$ cat src/mbox_ahb_pkg.sv
//########################################
// AHB-Lite field encodings
// No RETRY or SPLIT, slave answers OKAY or ERROR
//########################################
package mbox_ahb_pkg;

    typedef enum logic [1:0] {
        IDLE   = 2'b00,
        BUSY   = 2'b01,
        NONSEQ = 2'b10,
        SEQ    = 2'b11  // Burst beat, not supported here
    } htrans_e;

    typedef enum logic [2:0] {
        BYTE = 3'b000,
        HALF = 3'b001,
        WORD = 3'b010
    } hsize_e; // Larger sizes are errors

    typedef enum logic [1:0] {
        OKAY  = 2'b00,
        ERROR = 2'b01
    } hresp_e;

endpackage

$ cat src/mbox_map_pkg.sv
//########################################
// Mailbox register map, one base address
// Offsets are byte offsets in the low 8 bits
// Data registers hold one 32-bit word
//########################################
package mbox_map_pkg;

    typedef logic [31:0] mbox_word_t; // Bus and payload word

    localparam mbox_word_t MBOX_BASE_ADDR = 32'h4003_0000;

    // Register offsets from base
    localparam logic [7:0] ACISR_OFS    = 8'h04; // Interrupt status, both cores
    localparam logic [7:0] CH0_CTRL_OFS = 8'h08; // Core 0 to core 1
    localparam logic [7:0] CH0_DATA_OFS = 8'h0C;
    localparam logic [7:0] CH0_STAT_OFS = 8'h10;
    localparam logic [7:0] CH1_CTRL_OFS = 8'h14; // Core 1 to core 0
    localparam logic [7:0] CH1_DATA_OFS = 8'h18;
    localparam logic [7:0] CH1_STAT_OFS = 8'h1C;

    // Bit positions
    localparam int CTRL_INT_EN_BIT = 0; // Receiver interrupt enable
    localparam int STAT_FULL_BIT   = 0; // Word waiting
    localparam int STAT_INT_BIT    = 1; // Interrupt line state

    // Register inside a channel
    typedef enum logic [1:0] {
        CTRL = 2'd0,
        DATA = 2'd1,
        STAT = 2'd2
    } mbox_reg_e;

endpackage
$ cat src/mbox_reg_if.sv
`timescale 1ns/1ps
//########################################
// Register access between a core port and a channel
// Single-cycle strobes, no back-pressure
// rdata is combinational from the channel
//########################################
interface mbox_reg_if
    import mbox_map_pkg::*;
();

    logic       wr_en;   // Write strobe, data phase
    logic       rd_en;   // Read strobe, data phase
    mbox_reg_e  reg_sel; // Which channel register
    mbox_word_t wdata;   // Lane-masked write data
    mbox_word_t rdata;   // Selected register contents
    logic       full;    // Channel holds an unread word

    // Core port side
    modport host (
        output wr_en,
        output rd_en,
        output reg_sel,
        output wdata,
        input  rdata,
        input  full
    );

    // Channel side
    modport regs (
        input  wr_en,
        input  rd_en,
        input  reg_sel,
        input  wdata,
        output rdata,
        output full
    );

endinterface

$ cat src/mailbox_top.sv
`timescale 1ns/1ps
//########################################
// Two-core mailbox, one AHB-Lite port per core
// Ch0 runs core 0 to core 1, ch1 the other way
// hsel shared by both ports
// ACISR lags the interrupt lines by one cycle
//########################################
module mailbox_top
    import mbox_map_pkg::*;
    import mbox_ahb_pkg::*;
#(
    parameter mbox_word_t BASE_ADDR = MBOX_BASE_ADDR
) (
    input  logic       hclk,
    input  logic       hrst_b,
    input  logic       hsel,
    // Core 0
    input  logic       c0_hwrite,
    input  mbox_word_t c0_haddr,
    input  htrans_e    c0_htrans,
    input  hsize_e     c0_hsize,
    input  mbox_word_t c0_hwdata,
    output mbox_word_t c0_hrdata,
    output logic       c0_hready,
    output hresp_e     c0_hresp,
    // Core 1
    input  logic       c1_hwrite,
    input  mbox_word_t c1_haddr,
    input  htrans_e    c1_htrans,
    input  hsize_e     c1_hsize,
    input  mbox_word_t c1_hwdata,
    output mbox_word_t c1_hrdata,
    output logic       c1_hready,
    output hresp_e     c1_hresp,
    // Interrupts to the receiving cores
    output logic       intr_c0,
    output logic       intr_c1
);

    mbox_word_t acisr; // {.., intr_c1, intr_c0}

    mbox_reg_if ch0_snd_if (); // Port 0 to ch0
    mbox_reg_if ch0_rcv_if (); // Port 1 to ch0
    mbox_reg_if ch1_snd_if (); // Port 1 to ch1
    mbox_reg_if ch1_rcv_if (); // Port 0 to ch1

    mbox_ahb_port #(
        .BASE_ADDR (BASE_ADDR),
        .TX_CH     (0)
    ) u_port0 (
        .hclk   (hclk),
        .hrst_b (hrst_b),
        .hsel   (hsel),
        .hwrite (c0_hwrite),
        .haddr  (c0_haddr),
        .htrans (c0_htrans),
        .hsize  (c0_hsize),
        .hwdata (c0_hwdata),
        .hrdata (c0_hrdata),
        .hready (c0_hready),
        .hresp  (c0_hresp),
        .acisr  (acisr),
        .tx_bus (ch0_snd_if),
        .rx_bus (ch1_rcv_if)
    );

    mbox_ahb_port #(
        .BASE_ADDR (BASE_ADDR),
        .TX_CH     (1)
    ) u_port1 (
        .hclk   (hclk),
        .hrst_b (hrst_b),
        .hsel   (hsel),
        .hwrite (c1_hwrite),
        .haddr  (c1_haddr),
        .htrans (c1_htrans),
        .hsize  (c1_hsize),
        .hwdata (c1_hwdata),
        .hrdata (c1_hrdata),
        .hready (c1_hready),
        .hresp  (c1_hresp),
        .acisr  (acisr),
        .tx_bus (ch1_snd_if),
        .rx_bus (ch0_rcv_if)
    );

    mbox_channel u_ch0 (
        .hclk   (hclk),
        .hrst_b (hrst_b),
        .snd    (ch0_snd_if),
        .rcv    (ch0_rcv_if),
        .intr   (intr_c1) // Core 1 receives ch0
    );

    mbox_channel u_ch1 (
        .hclk   (hclk),
        .hrst_b (hrst_b),
        .snd    (ch1_snd_if),
        .rcv    (ch1_rcv_if),
        .intr   (intr_c0)
    );

    // Shared interrupt status, sampled every cycle
    always_ff @(posedge hclk) begin
        if (!hrst_b) begin
            acisr <= '0;
        end else begin
            acisr <= {30'h0, intr_c1, intr_c0};
        end
    end

endmodule

$ cat src/mbox_channel.sv
`timescale 1ns/1ps
//########################################
// One direction of the mailbox, one word deep
// Sender writes ctrl and data, receiver pops on data read
// Interrupt is full AND enable
//########################################
module mbox_channel
    import mbox_map_pkg::*;
(
    input  logic     hclk,
    input  logic     hrst_b,
    mbox_reg_if.regs snd,
    mbox_reg_if.regs rcv,
    output logic     intr
);

    logic       int_en;  // Ctrl enable bit
    logic       full;    // Word not yet popped
    mbox_word_t data_q;  // Stored word
    mbox_word_t ctrl_word;
    mbox_word_t stat_word;
    logic       snd_data_wr;
    logic       rcv_pop;

    // Pick register by select, same view for both sides
    function automatic mbox_word_t reg_mux(input mbox_reg_e sel, input mbox_word_t c_w,
                                           input mbox_word_t d_w, input mbox_word_t s_w);
        mbox_word_t r;
        case (sel)
            CTRL:    r = c_w;
            DATA:    r = d_w;
            default: r = s_w;
        endcase
        return r;
    endfunction

    assign snd_data_wr = snd.wr_en && (snd.reg_sel == DATA);
    assign rcv_pop     = rcv.rd_en && (rcv.reg_sel == DATA); // Sender reads do not pop

    always_ff @(posedge hclk) begin
        if (!hrst_b) begin
            int_en <= 1'b0;
            full   <= 1'b0;
        end else begin
            if (rcv_pop) begin
                full <= 1'b0;
            end
            if (snd.wr_en && snd.reg_sel == CTRL) begin
                int_en <= snd.wdata[CTRL_INT_EN_BIT];
            end
            if (snd_data_wr) begin
                full <= 1'b1; // Fresh word beats a pop of an empty channel
            end
        end
    end

    always_ff @(posedge hclk) begin
        if (snd_data_wr) begin
            data_q <= snd.wdata;
        end
    end

    assign intr = full && int_en;

    // Register views
    always_comb begin
        ctrl_word                  = '0;
        ctrl_word[CTRL_INT_EN_BIT] = int_en;
        stat_word                  = '0;
        stat_word[STAT_FULL_BIT]   = full;
        stat_word[STAT_INT_BIT]    = intr;
    end

    assign snd.rdata = reg_mux(snd.reg_sel, ctrl_word, data_q, stat_word);
    assign rcv.rdata = reg_mux(rcv.reg_sel, ctrl_word, data_q, stat_word);
    assign snd.full  = full;
    assign rcv.full  = full;

    // Receiver port must never write here
    a_rcv_no_write: assert property (@(posedge hclk) disable iff (!hrst_b)
        !rcv.wr_en);

    // Sender port holds off data writes until the pop
    a_no_overwrite: assert property (@(posedge hclk) disable iff (!hrst_b)
        snd_data_wr |-> !full);

endmodule

$ cat src/mbox_ahb_port.sv
`timescale 1ns/1ps
//########################################
// AHB-Lite slave for one core, no wait states
// hready tied high, ERROR lasts one data-phase cycle
// Only single NONSEQ transfers, SEQ gets ERROR
// Byte and half writes keep the low lane only
// Writes allowed only to the core's own tx channel
//########################################
module mbox_ahb_port
    import mbox_map_pkg::*;
    import mbox_ahb_pkg::*;
#(
    parameter mbox_word_t BASE_ADDR = MBOX_BASE_ADDR,
    parameter int         TX_CH     = 0 // Channel this core sends on
) (
    input  logic       hclk,
    input  logic       hrst_b,
    input  logic       hsel,
    input  logic       hwrite,
    input  mbox_word_t haddr,
    input  htrans_e    htrans,
    input  hsize_e     hsize,
    input  mbox_word_t hwdata,
    output mbox_word_t hrdata,
    output logic       hready,
    output hresp_e     hresp,
    input  mbox_word_t acisr,
    mbox_reg_if.host   tx_bus,
    mbox_reg_if.host   rx_bus
);

    // Own channel vs the one we receive on
    localparam logic [7:0] TX_CTRL_OFS = (TX_CH == 0) ? CH0_CTRL_OFS : CH1_CTRL_OFS;
    localparam logic [7:0] TX_DATA_OFS = (TX_CH == 0) ? CH0_DATA_OFS : CH1_DATA_OFS;
    localparam logic [7:0] TX_STAT_OFS = (TX_CH == 0) ? CH0_STAT_OFS : CH1_STAT_OFS;
    localparam logic [7:0] RX_CTRL_OFS = (TX_CH == 0) ? CH1_CTRL_OFS : CH0_CTRL_OFS;
    localparam logic [7:0] RX_DATA_OFS = (TX_CH == 0) ? CH1_DATA_OFS : CH0_DATA_OFS;
    localparam logic [7:0] RX_STAT_OFS = (TX_CH == 0) ? CH1_STAT_OFS : CH0_STAT_OFS;

    logic       dp_act;   // Data phase of a selected transfer
    logic       dp_write;
    htrans_e    dp_trans;
    mbox_word_t dp_addr;
    hsize_e     dp_size;

    logic       in_range, hit_acisr, hit_tx, hit_rx;
    logic [7:0] ofs;
    mbox_reg_e  tx_sel, rx_sel;
    logic       seq_err, size_err, ro_err, full_err, err, xfer_ok;
    mbox_word_t wr_word;

    // Offset to register select, anything else is status
    function automatic mbox_reg_e sel_of(input logic [7:0] a, input logic [7:0] c_ofs,
                                         input logic [7:0] d_ofs);
        mbox_reg_e s;
        if (a == c_ofs) begin
            s = CTRL;
        end else if (a == d_ofs) begin
            s = DATA;
        end else begin
            s = STAT;
        end
        return s;
    endfunction

    // Address phase capture, every edge since hready is 1
    always_ff @(posedge hclk) begin
        if (!hrst_b) begin
            dp_act   <= 1'b0;
            dp_write <= 1'b0;
            dp_trans <= IDLE;
        end else begin
            dp_act   <= hsel && (htrans == NONSEQ || htrans == SEQ); // IDLE/BUSY ignored
            dp_write <= hwrite;
            dp_trans <= htrans;
        end
    end

    always_ff @(posedge hclk) begin
        dp_addr <= haddr;
        dp_size <= hsize;
    end

    // Decode
    assign ofs       = dp_addr[7:0];
    assign in_range  = (dp_addr[31:8] == BASE_ADDR[31:8]);
    assign hit_acisr = in_range && (ofs == ACISR_OFS);
    assign hit_tx    = in_range && (ofs == TX_CTRL_OFS || ofs == TX_DATA_OFS ||
                                    ofs == TX_STAT_OFS);
    assign hit_rx    = in_range && (ofs == RX_CTRL_OFS || ofs == RX_DATA_OFS ||
                                    ofs == RX_STAT_OFS);
    assign tx_sel    = sel_of(ofs, TX_CTRL_OFS, TX_DATA_OFS);
    assign rx_sel    = sel_of(ofs, RX_CTRL_OFS, RX_DATA_OFS);

    // Error checks
    assign seq_err  = (dp_trans == SEQ);
    assign size_err = !(dp_size inside {BYTE, HALF, WORD});
    assign ro_err   = dp_write && (hit_rx || hit_acisr); // Receiver side is read only
    assign full_err = dp_write && hit_tx && (tx_sel == DATA) && tx_bus.full; // No overwrite
    assign err      = dp_act && (seq_err || size_err || ro_err || full_err);
    assign xfer_ok  = dp_act && !err;

    // Low lane only, zero-extended
    always_comb begin
        case (dp_size)
            BYTE:    wr_word = {24'h0, hwdata[7:0]};
            HALF:    wr_word = {16'h0, hwdata[15:0]};
            default: wr_word = hwdata;
        endcase
    end

    // Strobes to the channels
    assign tx_bus.wr_en   = xfer_ok && dp_write && hit_tx;
    assign tx_bus.rd_en   = xfer_ok && !dp_write && hit_tx;
    assign tx_bus.reg_sel = tx_sel;
    assign tx_bus.wdata   = wr_word;
    assign rx_bus.wr_en   = xfer_ok && dp_write && hit_rx; // Stays 0, ro_err blocks it
    assign rx_bus.rd_en   = xfer_ok && !dp_write && hit_rx; // Data read pops
    assign rx_bus.reg_sel = rx_sel;
    assign rx_bus.wdata   = wr_word;

    // Read mux, zero when no valid read
    always_comb begin
        hrdata = '0;
        if (xfer_ok && !dp_write) begin
            if (hit_acisr) begin
                hrdata = acisr;
            end else if (hit_tx) begin
                hrdata = tx_bus.rdata;
            end else if (hit_rx) begin
                hrdata = rx_bus.rdata;
            end
        end
    end

    assign hresp  = err ? ERROR : OKAY;
    assign hready = 1'b1;

    // One channel touched per transfer
    a_one_channel: assert property (@(posedge hclk) disable iff (!hrst_b)
        !((tx_bus.wr_en || tx_bus.rd_en) && (rx_bus.wr_en || rx_bus.rd_en)));

    // No wait states once out of reset
    a_hready_high: assert property (@(posedge hclk) disable iff (!hrst_b)
        hready);

endmodule

$ cat config.mk
export PLATFORM = sky130hd
export DESIGN_NAME = mailbox_top
export DESIGN_NICKNAME = d
export VERILOG_FILES = /design/src/mbox_ahb_pkg.sv /design/src/mbox_map_pkg.sv /design/src/mbox_reg_if.sv /design/src/mailbox_top.sv /design/src/mbox_channel.sv /design/src/mbox_ahb_port.sv
export SDC_FILE = /design/constraint.sdc
export NUM_CORES = 1
export LEC_CHECK = 0
export ABC_AREA = 1
export BUFFER_PORTS_ARGS = -buffer_cell sky130_fd_sc_hd__buf_2
export CORE_MARGIN = 2
export CORE_UTILIZATION = 45
export DETAILED_ROUTE_END_ITERATION = 10
export PLACE_DENSITY = 0.74
export SLEW_MARGIN = 20
export SYNTH_ARGS = -nofsm -noshare
export SYNTH_HDL_FRONTEND = slang
export SYNTH_SLANG_ARGS = --single-unit
$ cat constraint.sdc
create_clock -name hclk -period 2.2 [get_ports hclk]
set_input_delay 0.11 -clock hclk [delete_from_list [all_inputs] [get_ports hclk]]
set_output_delay 0.11 -clock hclk [all_outputs]
set_load 0.005 [all_outputs]
---- Yosys cells after proc, flatten, opt, wreduce, memory -nomap -nowiden ----
Index checks and enable logic that the tools add are counted.
word-level totals
  flip-flop bits (word level) ............. 178
  bits of input ports ..................... 143
cells by class
  eq/ne operators ......................... 30
  muxes and demuxes ....................... 28
  reduce and logical (&&, ||, !) cells .... 70
operators with widths
  kind                    count
  $pmux W32 S2            6
  $mux W32                8
  $eq A8 B5 Y1 const B    8
  $eq A24 B23 Y1 const B  2
  $logic_and A1 B1 Y1     36
  $eq A8 B4 Y1 const B    4
  $logic_or A1 B1 Y1      18
  $eq A8 B3 Y1 const B    2
  $mux W2                 8
  $eq A2 B2 Y1 const B    6
  $eq A2 B1 Y1 const B    4
  $logic_not A2 Y1        4
  $eq A3 B1 Y1 const B    2
  $eq A3 B2 Y1 const B    2
  $logic_not A1 Y1        6
  $logic_not A3 Y1        2
  $mux W1                 6
  $reduce_bool A3 Y1      2
  $reduce_bool A2 Y1      2

---- Longest topological paths before layout ----
  depth after elaboration ................. 16
  depth in mapped cells ................... 13

---- Cells and area by module ----
From an unflattened synthesis, not the netlist that was laid out.
unflattened totals
  cells, all modules ...................... 1,206
  area total of the unflattened synthesis .. 8,663.3 um^2
modules (own cells, without submodules)
  module                   instances  cells an instance  area an instance (um^2)
  mbox_channel             2          162                1,619.1
  mbox_ahb_port (u_port1)  1          454                2,763.9
  mbox_ahb_port (u_port0)  1          421                2,602.5
  mailbox_top              1          7                  58.8

---- Least setup slack after synthesis ----
No wires, ideal clock.
  kind .................................... flip-flop to flip-flop
  start point ............................. reg u_port0.dp_addr[2]
  end point ............................... reg u_ch0.data_q[0], enable pin
  setup time .............................. 387 ps
  arrival time ............................ 1,839 ps
  required time ........................... 1,813 ps
  setup slack ............................. -26 ps
  stages on the path, launching flop included .. 11
  path buffers ............................ 1
  clock period less this slack ............ 2,226 ps
  cells stage by stage .................... dfxtp_1 -> buf_6 -> nor2_1 -> nand2_1 -> nor2_2 -> nor2_4 -> nor2_4 -> inv_2 -> nor2_1 -> nand3_1 -> inv_1
on the way
  longest elaborated chain between the ends .. 14
RTL lines
  item                                                   RTL line             text
  from (decl)                                            mbox_ahb_port.sv:43  mbox_word_t dp_addr;
  from (signal assigned)                                 mbox_ahb_port.sv:80  dp_addr <= haddr;
  branches (longest 13 deep; another with $eq A8 B4 Y1)  n/a
  $logic_and A1 B1 Y1 (*)                                mbox_channel.sv:37   assign snd_data_wr = snd.wr_en && (snd.reg_sel == DATA);
  via u_ch0.snd_data_wr                                  mbox_channel.sv:22   logic snd_data_wr;
  to (signal assigned)                                   mbox_channel.sv:59   data_q <= snd.wdata;
  to (decl)                                              mbox_channel.sv:19   mbox_word_t data_q;
Mark *: on every way through the listed nets, which the timed path passes.
A chain may end at the register's enable or synchronous reset.

---- Worst setup path after layout ----
  start point ............................. reg u_port1.dp_addr[16]
  end point ............................... out c1_hrdata[9]
on the way
  longest elaborated chain between the ends .. 11
RTL lines
  item                                                              RTL line                                                       text
  from (decl)                                                       mbox_ahb_port.sv:43
  from (signal assigned)                                            mbox_ahb_port.sv:80
  $eq A24 B23 Y1 (*)                                                mbox_ahb_port.sv:86                                            assign in_range = (dp_addr[31:8] == BASE_ADDR[31:8]);
  $logic_and A1 B1 Y1, on equally long branches                     mbox_ahb_port.sv:90, mbox_ahb_port.sv:87, mbox_ahb_port.sv:88
  $logic_or A1 B1 Y1 / $logic_and A1 B1 Y1 (equally long branches)  mbox_ahb_port.sv:98, mbox_ahb_port.sv:99
  $logic_and A1 B1 Y1, on equally long branches                     mbox_ahb_port.sv:98, mbox_ahb_port.sv:99
  $logic_or A1 B1 Y1 / $logic_and A1 B1 Y1 (equally long branches)  mbox_ahb_port.sv:100, mbox_ahb_port.sv:99
  $logic_or A1 B1 Y1                                                mbox_ahb_port.sv:100                                           assign err = dp_act && (seq_err || size_err || ro_err || full_err);
  $logic_and A1 B1 Y1                                               mbox_ahb_port.sv:100
  $logic_not A1 Y1                                                  mbox_ahb_port.sv:101                                           assign xfer_ok = dp_act && !err;
  $logic_and A1 B1 Y1                                               mbox_ahb_port.sv:101
  $logic_and A1 B1 Y1                                               n/a
  $mux W32 (*)                                                      mbox_ahb_port.sv:125                                           if (xfer_ok && !dp_write) begin
  to (decl)                                                         mailbox_top.sv:32                                              output mbox_word_t c1_hrdata,
Mark *: on every way between the ends. The rest lies on a longest branch, timed or not.

==> impl_metrics.py <==
metrics = {
    "power": {
        "leakagePower_uw": 0.00491,
        "total_power_uw": 6310,
        "peakVddDrop_mv": 0.542,
        "pwr_density_cell_mw_per_mm2": 532,
    },
    "sta": {
        "worst_slack_ps": -251,
        "clock.fmax_mhz": 408,
        "min_period_ps": 2450,
        "finalClockSkew_ps": 9.86,
        "hold_viol_final": 2,
        "setup_viol": 119,
        "drv_slew": 0,
        "rsz0062_at_grt": "true",
        "holdWs_ps": -3.20,
        "fin_crit_sh": 1.11,
    },
    "cts": {
        "clock_path_buffers": 2,
        "cts_tree": "built",
        "cts-buffers-inserted": 17,
        "clkLatencyLatePin_ps": 430,
        "clkSlewWorstSetupHoldPaths_ps": 60,
        "root_buffer": "clkbuf_16",
        "cts_max_level": 4,
        "clkSinkCount": 148,
    },
    "die": {
        "die_x_um": 128,
        "pin_count": 215,
        "die_y_um": 128,
        "rows": 45,
        "die-area_mm2": 0.0163,
        "core_area_mm2": 0.0151,
        "start_util": 0.456,
    },
    "detailed_routing": {
        "ant_nets": 0,
        "drtIter0Drc": 858,
        "first_pass_iters": 5,
        "wl_per_cell_um": 21.7,
        "post-route-drc-count": 0,
        "routed_via_density": 5.71,
        "via_count": 7701,
        "wl_met2_um": 14900,
        "m1WireLength_um": 9680,
        "wl_met3_um": 2820,
        "wirelength_um": 29300,
        "top_layer": "met4",
    },
    "yosys": {
        "ys_seq_area_frac": 0.523,
        "synthArstFlopShare": 0,
        "avgSynthCellArea_um2": 9.14,
        "synthTopCellsByArea": "edfxtp_1 28%, dfxtp_1 24%, nor2_1 6.3%",
        "syn_inst": 753,
        "ys_types": 41,
        "synth_flop_cell": "dfxtp_1",
        "yosysTopAreaCell": "edfxtp_1",
        "synth.yosys.warnings": 0,
        "synth_top_area_share": 0.279,
        "synth_edf_count": 64,
        "syn_area_mm2": 0.00688,
        "ys_ff_latch": 148,
    },
    "outcome": {
        "status": "finished, violations left",
        "violations": "hold timing, setup timing",
    },
    "setup_path": {
        "critPathTopFamily": "simple AND/OR/NAND/NOR gates",
        "cp_slowest_stage_delay_ps": 330,
        "required_ps": 2090,
        "cp_max_fo": 40,
        "path_common_cell": "nand2_1",
        "critical_path_class": "reg2out",
        "crit_buf_inv": 3,
        "worstSetupEndpointType": "primary output",
        "crit_arrival_ps": 2340,
        "critPathLaunchType": "flip-flop",
        "path_cells": "nand2_1 -> inv_1 -> nand2_1 -> nor2_2 -> nand2_2 -> nor2_4 -> nand2_4 -> buf_6 -> a21oi_1 -> a211oi_2 -> buf_2",
        "slowest_stage": "dfxtp_2",
    },
    "layout": {
        "area_growth_syn_to_layout_pct": 72.3,
        "nNetsFinal": 1288,
        "design_area_mm2": 0.0119,
        "layout_commonest_cell": "buf_2",
        "multi_input_area_mm2": 0.00348,
        "layout_common_cells": "209 x buf_2, 117 x dlygate4sd3_1, 94 x nor2_1",
        "n_fill_cell": 842,
        "fin_util": 0.786,
        "regArea_mm2": 0.00363,
        "drive_gt1_frac": 0.479,
    },
    "flow_run": {
        "cap_violations": 0,
    },
    "worst_hold_path": {
        "hold_class": "in2reg",
    },
    "grt": {
        "grt_pass1_vias": 7401,
        "grt_usage": 0.309,
        "antenna_found_initial": 2,
        "grt_remaining_overflow": 0,
        "grt_max_degree": 41,
        "grt_first_pass_wirelength_um": 38500,
    },
    "place": {
        "port_buffers": 210,
        "place_hpwl_um": 13300,
        "dpl_cell_area_mm2": 0.00814,
        "place_congestion": 0.884,
    },
}
## layout make-up
class                           count  area share
Clock inverter                     13     0.00939
Multi-Input combinational cell    454       0.293
Clock buffer                       19      0.0365
Inverter                          106      0.0354
Antenna cell                        2    0.000422
Tap cell                          188      0.0198
Timing Repair Buffer              418       0.300
Sequential cell                   148       0.306
## Yosys cell counts (9+ instances only)
master and number:
a211oi_1 30, clkbuf_1 11, inv_1 101, a211oi_2 30
nand3_1 65, buf_4 9, edfxtp_1 64, nand3_2 11
a21oi_1 67, nor2_1 115, nor2_2 9, nand2_1 66
dfxtp_1 84, buf_2 20
## final timing paths
| path | from | to | slack [ps] | cells past startpoint |
|---|---|---|---|---|
| max reg2reg | u_port1.dp_addr[16] | u_ch1.data_q[27] | -50 | 14 |
| min | c1_hwdata[19] | u_ch1.data_q[19] | -3 | 3 |
| max | u_port1.dp_addr[16] | c1_hrdata[9] | -250 | 11 |
| min reg2reg | u_ch0.int_en | acisr[1] | 530 | 2 |
## sequential cells by signal (all words and copies together) (netlist names), 2 cells and up
name,cells
u_ch1.data_q,32
u_port0.dp_addr,32
acisr,2
u_port1.dp_size,3
u_port1.dp_trans,2
u_port0.dp_trans,2
u_ch0.data_q,32
u_port1.dp_addr,32
u_port0.dp_size,3
## power by group
group | leakage (uW) | switching (uW) | internal, uW
logic | 0.00338 | 255 | 318
registers | 0.00128 | 63.7 | 2950
clock network | 0.000247 | 1180 | 1550
total | 0.00491 | 1490 | 4810
## per-stage QoR
| stage | TNS (ps) | instances | setup slack, ps |
|---|---|---|---|
| floorplan | 0 | 755 | 90.2 |
| global placement | 0 | 1129 | 263 |
| detailed placement | 0 | 1129 | 187 |
| CTS | -7380 | 1324 | -141 |
| global route | -19720 | 1348 | -317 |
| finish | -12760 | 1348 | -251 |
## cells by family (layout without fill, tap and decap cells)
group | Yosys count | in the layout | share of synthesized area
other | 2 | 6 | 0.00109
AND/OR/NAND/NOR | 301 | 301 | 0.214
flip-flops | 148 | 148 | 0.523
buffers and inverters | 153 | 556 | 0.103
AO/OA/AOI/OAI | 149 | 149 | 0.158
## routing by layer
layer | up-vias | global-route usage
met3 | 156 | 0.0764
met1 | 3636 | 0.351
met4 | 0 | 0.149
li1 | 3316 | -
met2 | 593 | 0.546
met5 | - | 0
## worst reg2reg max path: stages (launching register included)
cell        delay (ps)
dfxtp_2            330
nand2_1             60
inv_1               70
nand2_1             80
nor2_2             180
nand2_2             80
nor2_4             190
buf_6              140
nand4_4            120
buf_6              150
nand3_2             70
nor2_1              80
nand3_2            110
clkinvlp_4         130
buf_12             180
## timing repair
item | CTS | global route
resized for setup | 96 | 164
setup buffers | 33 | 16
hold buffers | 117 | 0
hold endpoints to repair | 118 | 0
cloned | 13 | 9
setup endpoints to repair | 64 | 129
pin swaps | 24 | 51
Note: power is estimated with default switching activity, not from simulation.
